<file path="src/hw/mem_merge_pkg.sv">
package mem_merge_pkg;

    // --------------------
    // sizes
    // --------------------
    localparam int NumSrc     = 3;  // dcache, bypass, icache
    localparam int WFifoDepth = 4;  // outstanding writes awaiting W data

    typedef logic [3:0]  axi_id_t;
    typedef logic [31:0] addr_t;
    typedef logic [7:0]  len_t;   // beats minus one
    typedef logic [63:0] data_t;
    typedef logic [1:0]  src_idx_t;

    // write-order FIFO pointers and fill level
    typedef logic [$clog2(WFifoDepth)-1:0]   wptr_t;
    typedef logic [$clog2(WFifoDepth+1)-1:0] wcnt_t;

    // --------------------
    // requester indices
    // --------------------
    localparam src_idx_t SrcDcache = 2'd0;
    localparam src_idx_t SrcBypass = 2'd1;
    localparam src_idx_t SrcIcache = 2'd2;

    // maps a transaction ID back to the requester that issued it
    function automatic src_idx_t src_of_id(input axi_id_t id);
        case (id) inside
            4'b1100: return SrcDcache;
            4'b10??: return SrcBypass;  // 1000 to 1011
            default: return SrcIcache;  // 0000 and anything unlisted
        endcase
    endfunction

endpackage

</file>
<file path="src/hw/addr_chan_if.sv">
interface addr_chan_if;
    import mem_merge_pkg::*;

    logic    valid;
    logic    ready;
    axi_id_t id;
    addr_t   addr;
    len_t    len;  // burst length minus one

    modport mgr (
        output valid, id, addr, len,
        input  ready
    );

    modport sub (
        input  valid, id, addr, len,
        output ready
    );

    // passive observer, e.g. for tracing
    modport mon (
        input valid, ready, id, addr, len
    );

endinterface

</file>
<file path="src/hw/addr_arbiter.sv">
module addr_arbiter (
    input  logic                                          clk_i,
    input  logic                                          rst_i,
    input  logic              [mem_merge_pkg::NumSrc-1:0] src_valid_i,
    output logic              [mem_merge_pkg::NumSrc-1:0] src_ready_o,
    input  mem_merge_pkg::axi_id_t [mem_merge_pkg::NumSrc-1:0] src_id_i,
    input  mem_merge_pkg::addr_t   [mem_merge_pkg::NumSrc-1:0] src_addr_i,
    input  mem_merge_pkg::len_t    [mem_merge_pkg::NumSrc-1:0] src_len_i,
    addr_chan_if.mgr                                      out_o
);
    import mem_merge_pkg::*;

    src_idx_t ptr_q;       // highest priority source this round
    logic     lock_q;      // output stalled, keep the grant
    src_idx_t lock_src_q;
    src_idx_t grant;
    src_idx_t cand;
    src_idx_t next_ptr;
    logic     found;

    // --------------------
    // grant selection
    // --------------------
    always_comb begin
        grant = ptr_q;
        found = 1'b0;
        cand  = ptr_q;
        for (int i = 0; i < NumSrc; i++) begin
            cand = src_idx_t'((int'(ptr_q) + i) % NumSrc);
            if (!found && src_valid_i[cand]) begin
                grant = cand;
                found = 1'b1;
            end
        end
        if (lock_q) begin
            grant = lock_src_q;  // back-pressure, hold the winner
        end
    end

    assign next_ptr = src_idx_t'((int'(grant) + 1) % NumSrc);

    // --------------------
    // output channel
    // --------------------
    assign out_o.valid = |src_valid_i;
    assign out_o.id    = src_id_i[grant];
    assign out_o.addr  = src_addr_i[grant];
    assign out_o.len   = src_len_i[grant];

    always_comb begin
        src_ready_o        = '0;
        src_ready_o[grant] = out_o.ready & src_valid_i[grant];
    end

    always_ff @(posedge clk_i) begin
        if (rst_i) begin
            ptr_q      <= SrcDcache;
            lock_q     <= 1'b0;
            lock_src_q <= SrcDcache;
        end else if (out_o.valid && out_o.ready) begin
            ptr_q  <= next_ptr;  // winner goes to the back
            lock_q <= 1'b0;
        end else if (out_o.valid) begin
            lock_q     <= 1'b1;
            lock_src_q <= grant;
        end
    end

endmodule

</file>
<file path="src/hw/wdata_router.sv">
module wdata_router (
    input  logic                                        clk_i,
    input  logic                                        rst_i,
    addr_chan_if.sub                                    aw_i,
    addr_chan_if.mgr                                    aw_o,
    input  logic            [mem_merge_pkg::NumSrc-1:0] src_w_valid_i,
    output logic            [mem_merge_pkg::NumSrc-1:0] src_w_ready_o,
    input  mem_merge_pkg::data_t [mem_merge_pkg::NumSrc-1:0] src_w_data_i,
    input  logic            [mem_merge_pkg::NumSrc-1:0] src_w_last_i,
    output logic                                        mem_w_valid_o,
    input  logic                                        mem_w_ready_i,
    output mem_merge_pkg::data_t                        mem_w_data_o,
    output logic                                        mem_w_last_o
);
    import mem_merge_pkg::*;

    // owner of each accepted write, in AW order
    src_idx_t fifo_q [WFifoDepth];
    wptr_t    rd_ptr_q;
    wptr_t    wr_ptr_q;
    wcnt_t    count_q;

    logic     full;
    logic     empty;
    logic     push;
    logic     pop;
    src_idx_t head;

    assign full  = (count_q == wcnt_t'(WFifoDepth));
    assign empty = (count_q == '0);
    assign head  = fifo_q[rd_ptr_q];

    // --------------------
    // AW pass-through
    // --------------------
    assign aw_o.valid = aw_i.valid & ~full;  // no slot, no new write
    assign aw_o.id    = aw_i.id;
    assign aw_o.addr  = aw_i.addr;
    assign aw_o.len   = aw_i.len;
    assign aw_i.ready = aw_o.ready & ~full;

    assign push = aw_o.valid & aw_o.ready;
    assign pop  = mem_w_valid_o & mem_w_ready_i & mem_w_last_o;  // burst done

    // --------------------
    // W mux
    // --------------------
    assign mem_w_valid_o = ~empty & src_w_valid_i[head];
    assign mem_w_data_o  = src_w_data_i[head];
    assign mem_w_last_o  = src_w_last_i[head];

    always_comb begin
        src_w_ready_o = '0;
        if (!empty) begin
            src_w_ready_o[head] = mem_w_ready_i;
        end
    end

    always_ff @(posedge clk_i) begin
        if (push) begin
            fifo_q[wr_ptr_q] <= src_of_id(aw_o.id);
        end
    end

    always_ff @(posedge clk_i) begin
        if (rst_i) begin
            rd_ptr_q <= '0;
            wr_ptr_q <= '0;
            count_q  <= '0;
        end else begin
            if (push) begin
                wr_ptr_q <= (wr_ptr_q == wptr_t'(WFifoDepth - 1)) ? '0 : wr_ptr_q + 1'b1;
            end
            if (pop) begin
                rd_ptr_q <= (rd_ptr_q == wptr_t'(WFifoDepth - 1)) ? '0 : rd_ptr_q + 1'b1;
            end
            if (push && !pop) begin
                count_q <= count_q + 1'b1;
            end else if (pop && !push) begin
                count_q <= count_q - 1'b1;
            end
        end
    end

endmodule

</file>
<file path="src/hw/resp_router.sv">
module resp_router (
    // read response
    input  logic                                   mem_r_valid_i,
    output logic                                   mem_r_ready_o,
    input  mem_merge_pkg::axi_id_t                 mem_r_id_i,
    output logic       [mem_merge_pkg::NumSrc-1:0] src_r_valid_o,
    input  logic       [mem_merge_pkg::NumSrc-1:0] src_r_ready_i,
    // write response
    input  logic                                   mem_b_valid_i,
    output logic                                   mem_b_ready_o,
    input  mem_merge_pkg::axi_id_t                 mem_b_id_i,
    output logic       [mem_merge_pkg::NumSrc-1:0] src_b_valid_o,
    input  logic       [mem_merge_pkg::NumSrc-1:0] src_b_ready_i
);
    import mem_merge_pkg::*;

    src_idx_t r_sel;
    src_idx_t b_sel;

    // dcache 1100, bypass 10xx, everything else to the icache
    assign r_sel = src_of_id(mem_r_id_i);
    assign b_sel = src_of_id(mem_b_id_i);

    // --------------------
    // R demux
    // --------------------
    always_comb begin
        src_r_valid_o        = '0;
        src_r_valid_o[r_sel] = mem_r_valid_i;
    end

    assign mem_r_ready_o = src_r_ready_i[r_sel];

    // --------------------
    // B demux
    // --------------------
    always_comb begin
        src_b_valid_o        = '0;
        src_b_valid_o[b_sel] = mem_b_valid_i;
    end

    assign mem_b_ready_o = src_b_ready_i[b_sel];  // only the owner can stall memory

endmodule

</file>
<file path="src/hw/mem_port_merge.sv">
module mem_port_merge (
    input  logic                                               clk_i,
    input  logic                                               rst_i,
    // AR from the requesters
    input  logic                   [mem_merge_pkg::NumSrc-1:0] src_ar_valid_i,
    output logic                   [mem_merge_pkg::NumSrc-1:0] src_ar_ready_o,
    input  mem_merge_pkg::axi_id_t [mem_merge_pkg::NumSrc-1:0] src_ar_id_i,
    input  mem_merge_pkg::addr_t   [mem_merge_pkg::NumSrc-1:0] src_ar_addr_i,
    input  mem_merge_pkg::len_t    [mem_merge_pkg::NumSrc-1:0] src_ar_len_i,
    // AW from the requesters
    input  logic                   [mem_merge_pkg::NumSrc-1:0] src_aw_valid_i,
    output logic                   [mem_merge_pkg::NumSrc-1:0] src_aw_ready_o,
    input  mem_merge_pkg::axi_id_t [mem_merge_pkg::NumSrc-1:0] src_aw_id_i,
    input  mem_merge_pkg::addr_t   [mem_merge_pkg::NumSrc-1:0] src_aw_addr_i,
    input  mem_merge_pkg::len_t    [mem_merge_pkg::NumSrc-1:0] src_aw_len_i,
    // W from the requesters
    input  logic                   [mem_merge_pkg::NumSrc-1:0] src_w_valid_i,
    output logic                   [mem_merge_pkg::NumSrc-1:0] src_w_ready_o,
    input  mem_merge_pkg::data_t   [mem_merge_pkg::NumSrc-1:0] src_w_data_i,
    input  logic                   [mem_merge_pkg::NumSrc-1:0] src_w_last_i,
    // R and B handshakes per requester
    output logic                   [mem_merge_pkg::NumSrc-1:0] src_r_valid_o,
    input  logic                   [mem_merge_pkg::NumSrc-1:0] src_r_ready_i,
    output logic                   [mem_merge_pkg::NumSrc-1:0] src_b_valid_o,
    input  logic                   [mem_merge_pkg::NumSrc-1:0] src_b_ready_i,
    // response payload, same for every requester
    output mem_merge_pkg::axi_id_t                             src_r_id_o,
    output mem_merge_pkg::data_t                               src_r_data_o,
    output logic                                               src_r_last_o,
    output mem_merge_pkg::axi_id_t                             src_b_id_o,
    // memory AR
    output logic                                               mem_ar_valid_o,
    input  logic                                               mem_ar_ready_i,
    output mem_merge_pkg::axi_id_t                             mem_ar_id_o,
    output mem_merge_pkg::addr_t                               mem_ar_addr_o,
    output mem_merge_pkg::len_t                                mem_ar_len_o,
    // memory AW
    output logic                                               mem_aw_valid_o,
    input  logic                                               mem_aw_ready_i,
    output mem_merge_pkg::axi_id_t                             mem_aw_id_o,
    output mem_merge_pkg::addr_t                               mem_aw_addr_o,
    output mem_merge_pkg::len_t                                mem_aw_len_o,
    // memory W
    output logic                                               mem_w_valid_o,
    input  logic                                               mem_w_ready_i,
    output mem_merge_pkg::data_t                               mem_w_data_o,
    output logic                                               mem_w_last_o,
    // memory R
    input  logic                                               mem_r_valid_i,
    output logic                                               mem_r_ready_o,
    input  mem_merge_pkg::axi_id_t                             mem_r_id_i,
    input  mem_merge_pkg::data_t                               mem_r_data_i,
    input  logic                                               mem_r_last_i,
    // memory B
    input  logic                                               mem_b_valid_i,
    output logic                                               mem_b_ready_o,
    input  mem_merge_pkg::axi_id_t                             mem_b_id_i
);

    addr_chan_if ar_out ();
    addr_chan_if aw_arb ();  // arbiter to write router
    addr_chan_if aw_ex ();   // write router to memory

    // --------------------
    // read address
    // --------------------
    addr_arbiter ar_arb (
        .clk_i       (clk_i),
        .rst_i       (rst_i),
        .src_valid_i (src_ar_valid_i),
        .src_ready_o (src_ar_ready_o),
        .src_id_i    (src_ar_id_i),
        .src_addr_i  (src_ar_addr_i),
        .src_len_i   (src_ar_len_i),
        .out_o       (ar_out)
    );

    assign mem_ar_valid_o = ar_out.valid;
    assign mem_ar_id_o    = ar_out.id;
    assign mem_ar_addr_o  = ar_out.addr;
    assign mem_ar_len_o   = ar_out.len;
    assign ar_out.ready   = mem_ar_ready_i;

    // --------------------
    // write address and data
    // --------------------
    addr_arbiter aw_arb_i (
        .clk_i       (clk_i),
        .rst_i       (rst_i),
        .src_valid_i (src_aw_valid_i),
        .src_ready_o (src_aw_ready_o),
        .src_id_i    (src_aw_id_i),
        .src_addr_i  (src_aw_addr_i),
        .src_len_i   (src_aw_len_i),
        .out_o       (aw_arb)
    );

    wdata_router wdata_router_i (
        .clk_i         (clk_i),
        .rst_i         (rst_i),
        .aw_i          (aw_arb),
        .aw_o          (aw_ex),
        .src_w_valid_i (src_w_valid_i),
        .src_w_ready_o (src_w_ready_o),
        .src_w_data_i  (src_w_data_i),
        .src_w_last_i  (src_w_last_i),
        .mem_w_valid_o (mem_w_valid_o),
        .mem_w_ready_i (mem_w_ready_i),
        .mem_w_data_o  (mem_w_data_o),
        .mem_w_last_o  (mem_w_last_o)
    );

    assign mem_aw_valid_o = aw_ex.valid;
    assign mem_aw_id_o    = aw_ex.id;
    assign mem_aw_addr_o  = aw_ex.addr;
    assign mem_aw_len_o   = aw_ex.len;
    assign aw_ex.ready    = mem_aw_ready_i;

    // --------------------
    // responses
    // --------------------
    resp_router resp_router_i (
        .mem_r_valid_i (mem_r_valid_i),
        .mem_r_ready_o (mem_r_ready_o),
        .mem_r_id_i    (mem_r_id_i),
        .src_r_valid_o (src_r_valid_o),
        .src_r_ready_i (src_r_ready_i),
        .mem_b_valid_i (mem_b_valid_i),
        .mem_b_ready_o (mem_b_ready_o),
        .mem_b_id_i    (mem_b_id_i),
        .src_b_valid_o (src_b_valid_o),
        .src_b_ready_i (src_b_ready_i)
    );

    assign src_r_id_o   = mem_r_id_i;  // requesters filter on their own valid
    assign src_r_data_o = mem_r_data_i;
    assign src_r_last_o = mem_r_last_i;
    assign src_b_id_o   = mem_b_id_i;

endmodule

</file>
<file path="config.mk">
export PLATFORM = sky130hd
export DESIGN_NAME = mem_port_merge
export DESIGN_NICKNAME = d
export VERILOG_FILES = /design/src/hw/mem_merge_pkg.sv /design/src/hw/addr_chan_if.sv /design/src/hw/addr_arbiter.sv /design/src/hw/wdata_router.sv /design/src/hw/resp_router.sv /design/src/hw/mem_port_merge.sv
export SDC_FILE = /design/constraint.sdc
export NUM_CORES = 1
export LEC_CHECK = 0
export BUFFER_PORTS_ARGS = -buffer_cell sky130_fd_sc_hd__buf_2
export CAP_MARGIN = 20
export CORE_AREA = 2 2 308 310
export CTS_CLUSTER_SIZE = 8
export DETAILED_ROUTE_END_ITERATION = 10
export DIE_AREA = 0 0 310 312
export GPL_ROUTABILITY_DRIVEN = 1
export SLEW_MARGIN = 25
export SYNTH_ARGS = -nofsm -noshare
export SYNTH_HDL_FRONTEND = slang
export SYNTH_SLANG_ARGS = --single-unit
</file>
<file path="constraint.sdc">
create_clock -name clk_i -period 2.9 [get_ports clk_i]
set_input_delay 0.29 -clock clk_i [delete_from_list [all_inputs] [get_ports clk_i]]
set_output_delay 0.29 -clock clk_i [all_outputs]
set_load 0.02 [all_outputs]
</file>
==> impl_results.md <==
* WP data required at approximately 2.6 ns
* First-pass GRT wire length at ~65,000 um
* Total track usage at under 10%
* Slew HR at around 64%
* ANT nets after route at 0
* Root buffer cell: clkbuf_16
* Design area at about 13,000 um^2
* Final worst slack at -0.178 ns
* Share of power burned in the clock network at under 10%
* Clock Tree Buf Depth at 2
* Inst Count DP at about 2,700
* Mapped cell area at 5760 um^2
* Fin. Hold Viols at 0
* Ys async rst share at 0%
* Dpl cell area at approximately 10,000 um^2
* Drt first pass iters at 7
* Via count at 9,232
* Residual DRC count at 0
* DR iter-0 viols at 473
* Average wire per cell in the routed design at 19.9 um
* Post-Synthesis Cells at just over 800
* Startpoint Class: flop
* Peak supply drop at approximately 0.00037 V
* Cts-stage hold buffer count at 0
* Met2 routed WL at between 20,000 and 25,000 um
* Number of synthesized flops with an enable pin at 8
* Pre-CTS setup slack at -0.203 ns
* # rows at 112
* IO Port Bufs at ~670
* WL final at 54,700 um
* Internal at 4.11 mW
* Die Wd at ~310 um
* RSZ-0062 raised after global routing: yes
* Crit share post-route at 106%
* CP endpoint kind: primary output
* Via density at ~3.4
* Final Setup Violations at 93
* Comb pwr share at 89.3%
* Die height at approximately 310 um
* CORE AREA at around 93,000 um^2
* Clock Latency Late Sink at roughly 0.29 ns
* Clock Pin Slew Worst Setup and Hold Paths at about 0.08 ns
* Total die area at 96,700 um^2
* Total CTS buffers at 3
* Top cells by area, synth: mux2i_1 (28%), o21ai_0 (11%), buf_4 (10%)
* Skew final at 0.00501 ns
* Sequential power share at under 10%
* Pleak at roughly 6 nW
* Switching share of power at about 51%
* Core Util, Final at 13.8%
* Highest Clock Rate at 0.325 GHz
* Htree depth at 1
* Minimum clock period at between 3 and 4 ns
* Total gr overflow at 0
* Net Switching at roughly 4.2 mW
* DR top layer: met5
* PD cells at 646 nW/um^2
* Ys flop type: dfxtp_1
* Max Fanout on Critical Path at 8
* Largest net degree at the start of global routing at 69
* Mapped Nets at around 1,400
* Min-delay worst type: input port to flop
* Synthesis-stage register bit count at 27
* Number of global-route vias before repair at approximately 8,200
* Wire length on met3 at between 7000 and 8000 um
* Failing checks: setup timing
* CTS tree: done
* Cell taking the most area after synthesis: mux2i_1
* Post-Layout Cell Count at about 2,800
* WP data arrival at 2.79 ns
* Mean Syn Cell Area at 7.00 um^2
* Worst-margin pin slew at ~0.55 ns
* Yosys cell types at 57
* P&R area growth vs syn at 123%
* Starting density of the core at under 10%
* Nets at between 2,000 and 2,500
* Yosys warnings at 0
* Maxcap violations at 0
* Initial antenna violation count at 59
* Fraction of layout instances using a drive strength above 1 at 63.9%
* M1 wire length at 23,100 um
* Status: complete, but fails checks
* Register area share after synthesis at a little over a tenth
* Setup Total Neg Slack at -6.84 ns
* Total clock sinks at 27
* GP Congestion at between 0.8 and 0.9
* Final Max Slew Viols at 0
* Area share of the largest cell type after synthesis at about 28%
* I/O pins at 800
* Crit path kind: flop to primary output
* Post-DP HPWL at about 44,000 um
## power groups by stage
stage	Combinational (mW)	Clock, mW	Sequential, mW
2_1_floorplan	3.26	0	0.509
3_3_place_gp	5.22	0	0.517
3_5_place_dp	5.24	0	0.519
4_1_cts	6.39	0.392	0.519
5_1_grt	7.88	0.401	0.531
6_report	7.43	0.368	0.520
## stage by stage
step,power (mW),hold WS [ns]
floorplan,3.77,0.437
global placement,5.73,0.465
detailed placement,5.76,0.470
CTS,7.30,0.316
global route,8.81,0.323
finish,8.32,0.338
## cell type report
| cell class | instances | area (um^2) |
|---|---|---|
| diodes | 2 | 5.00 |
| clock buffers | 3 | 75.1 |
| clock inverters | 1 | 8.76 |
| fillers | 10697 | 80200 |
| inverters | 15 | 58.8 |
| multi-input cells | 646 | 5150 |
| flip-flops and latches | 27 | 632 |
| well taps | 1254 | 1570 |
| repair buffers | 804 | 5380 |
## Yosys cell counts, drive strengths merged (12+ instances only)
| cell type | n |
|---|---|
| ha | 12 |
| buf | 107 |
| mux2i | 162 |
| nand2 | 126 |
| inv | 15 |
| o21ai | 166 |
| nor2 | 30 |
| clkbuf | 31 |
| a21oi | 16 |
| nand3 | 48 |
| dfxtp | 19 |
## placed cells by master (no fill, tap or decap), types with 4 or more instances in the layout
cell type    n
buf_6       61
nor2b_1      4
nand3_4      4
nor2_1      27
nor3_1       6
clkbuf_16   12
mux2i_1    128
o21ai_4      4
mux2i_4     20
dfxtp_1     14
inv_1       12
buf_12      20
o21ai_0     87
mux2i_2     14
nand2_4      5
and2_4       5
nand2b_1     7
nand2_2      6
buf_8        7
buf_2      602
and2_1       5
buf_16       8
ha_1         5
a21oi_1     12
nand2_1    115
ha_4         5
or3_1        4
nand3_1     30
o21ai_2     27
o21ai_1     48
edfxtp_1     8
buf_4       97
nand3_2     14
## critical path: stages, from the launching register on
cell and delay [ns]:
dfxtp_4 0.37, buf_4 0.15, ha_2 0.22, nand2b_1 0.17, a31oi_1 0.18, nor2_1 0.12, o41ai_4 0.43, buf_6 0.18
buf_12 0.15, buf_8 0.14, nand3_1 0.08, o21ai_1 0.11, buf_4 0.18
## logic make-up (layout without fill, tap and decap cells)
logic type	count (synthesis)	after routing	synth area share (%)
fa+ha+maj	13	13	2.95
flops	27	27	10.8
xor+xnor	3	3	0.456
compound gates	214	214	21.1
buf+inv	153	823	16.2
other cells	0	2	0
simple gates	248	251	19.3
mux	165	165	29.2
## layer usage
metal	vias up	track usage, %
met5	-	1.48
met4	36	1.97
met3	126	5.76
met2	686	14.3
met1	4171	12.5
li1	4213	-
## flip-flops by register name, summed over array words and instances, names as in the netlist, 2 cells and up, named ones only
signal / flops
wdata_router_i.fifo_q: 8
wdata_router_i.count_q: 3
ar_arb.lock_src_q: 2
ar_arb.ptr_q: 2
aw_arb_i.lock_src_q: 2
aw_arb_i.ptr_q: 2
wdata_router_i.rd_ptr_q: 2
wdata_router_i.wr_ptr_q: 2
## path summary, 6_finish.rpt
path,from,end,slack (ns),cells after the start
setup / recovery,aw_arb_i.ptr_q[0]$_SDFFE_PP0P_,mem_aw_addr_o[25],-0.18,12
hold / removal,mem_ar_ready_i,ar_arb.ptr_q[1]$_SDFFE_PP0P_,0.34,3
setup reg to reg,aw_arb_i.ptr_q[1]$_SDFFE_PP0P_,wdata_router_i.fifo_q[2][1]$_DFFE_PP_,-0.03,14
hold reg to reg,ar_arb.lock_src_q[0]$_SDFFE_PP0P_,ar_arb.lock_src_q[0]$_SDFFE_PP0P_,0.48,2
## repair_timing
| action | 4_1_cts | 5_1_grt |
|---|---|---|
| setup buffers | 36 | 24 |
| setup endpoints to repair | 105 | 110 |
| cloned | 10 | 14 |
| gates resized for setup | 166 | 220 |
| pin swaps | 20 | 46 |
(Power assumes the default switching activity.)
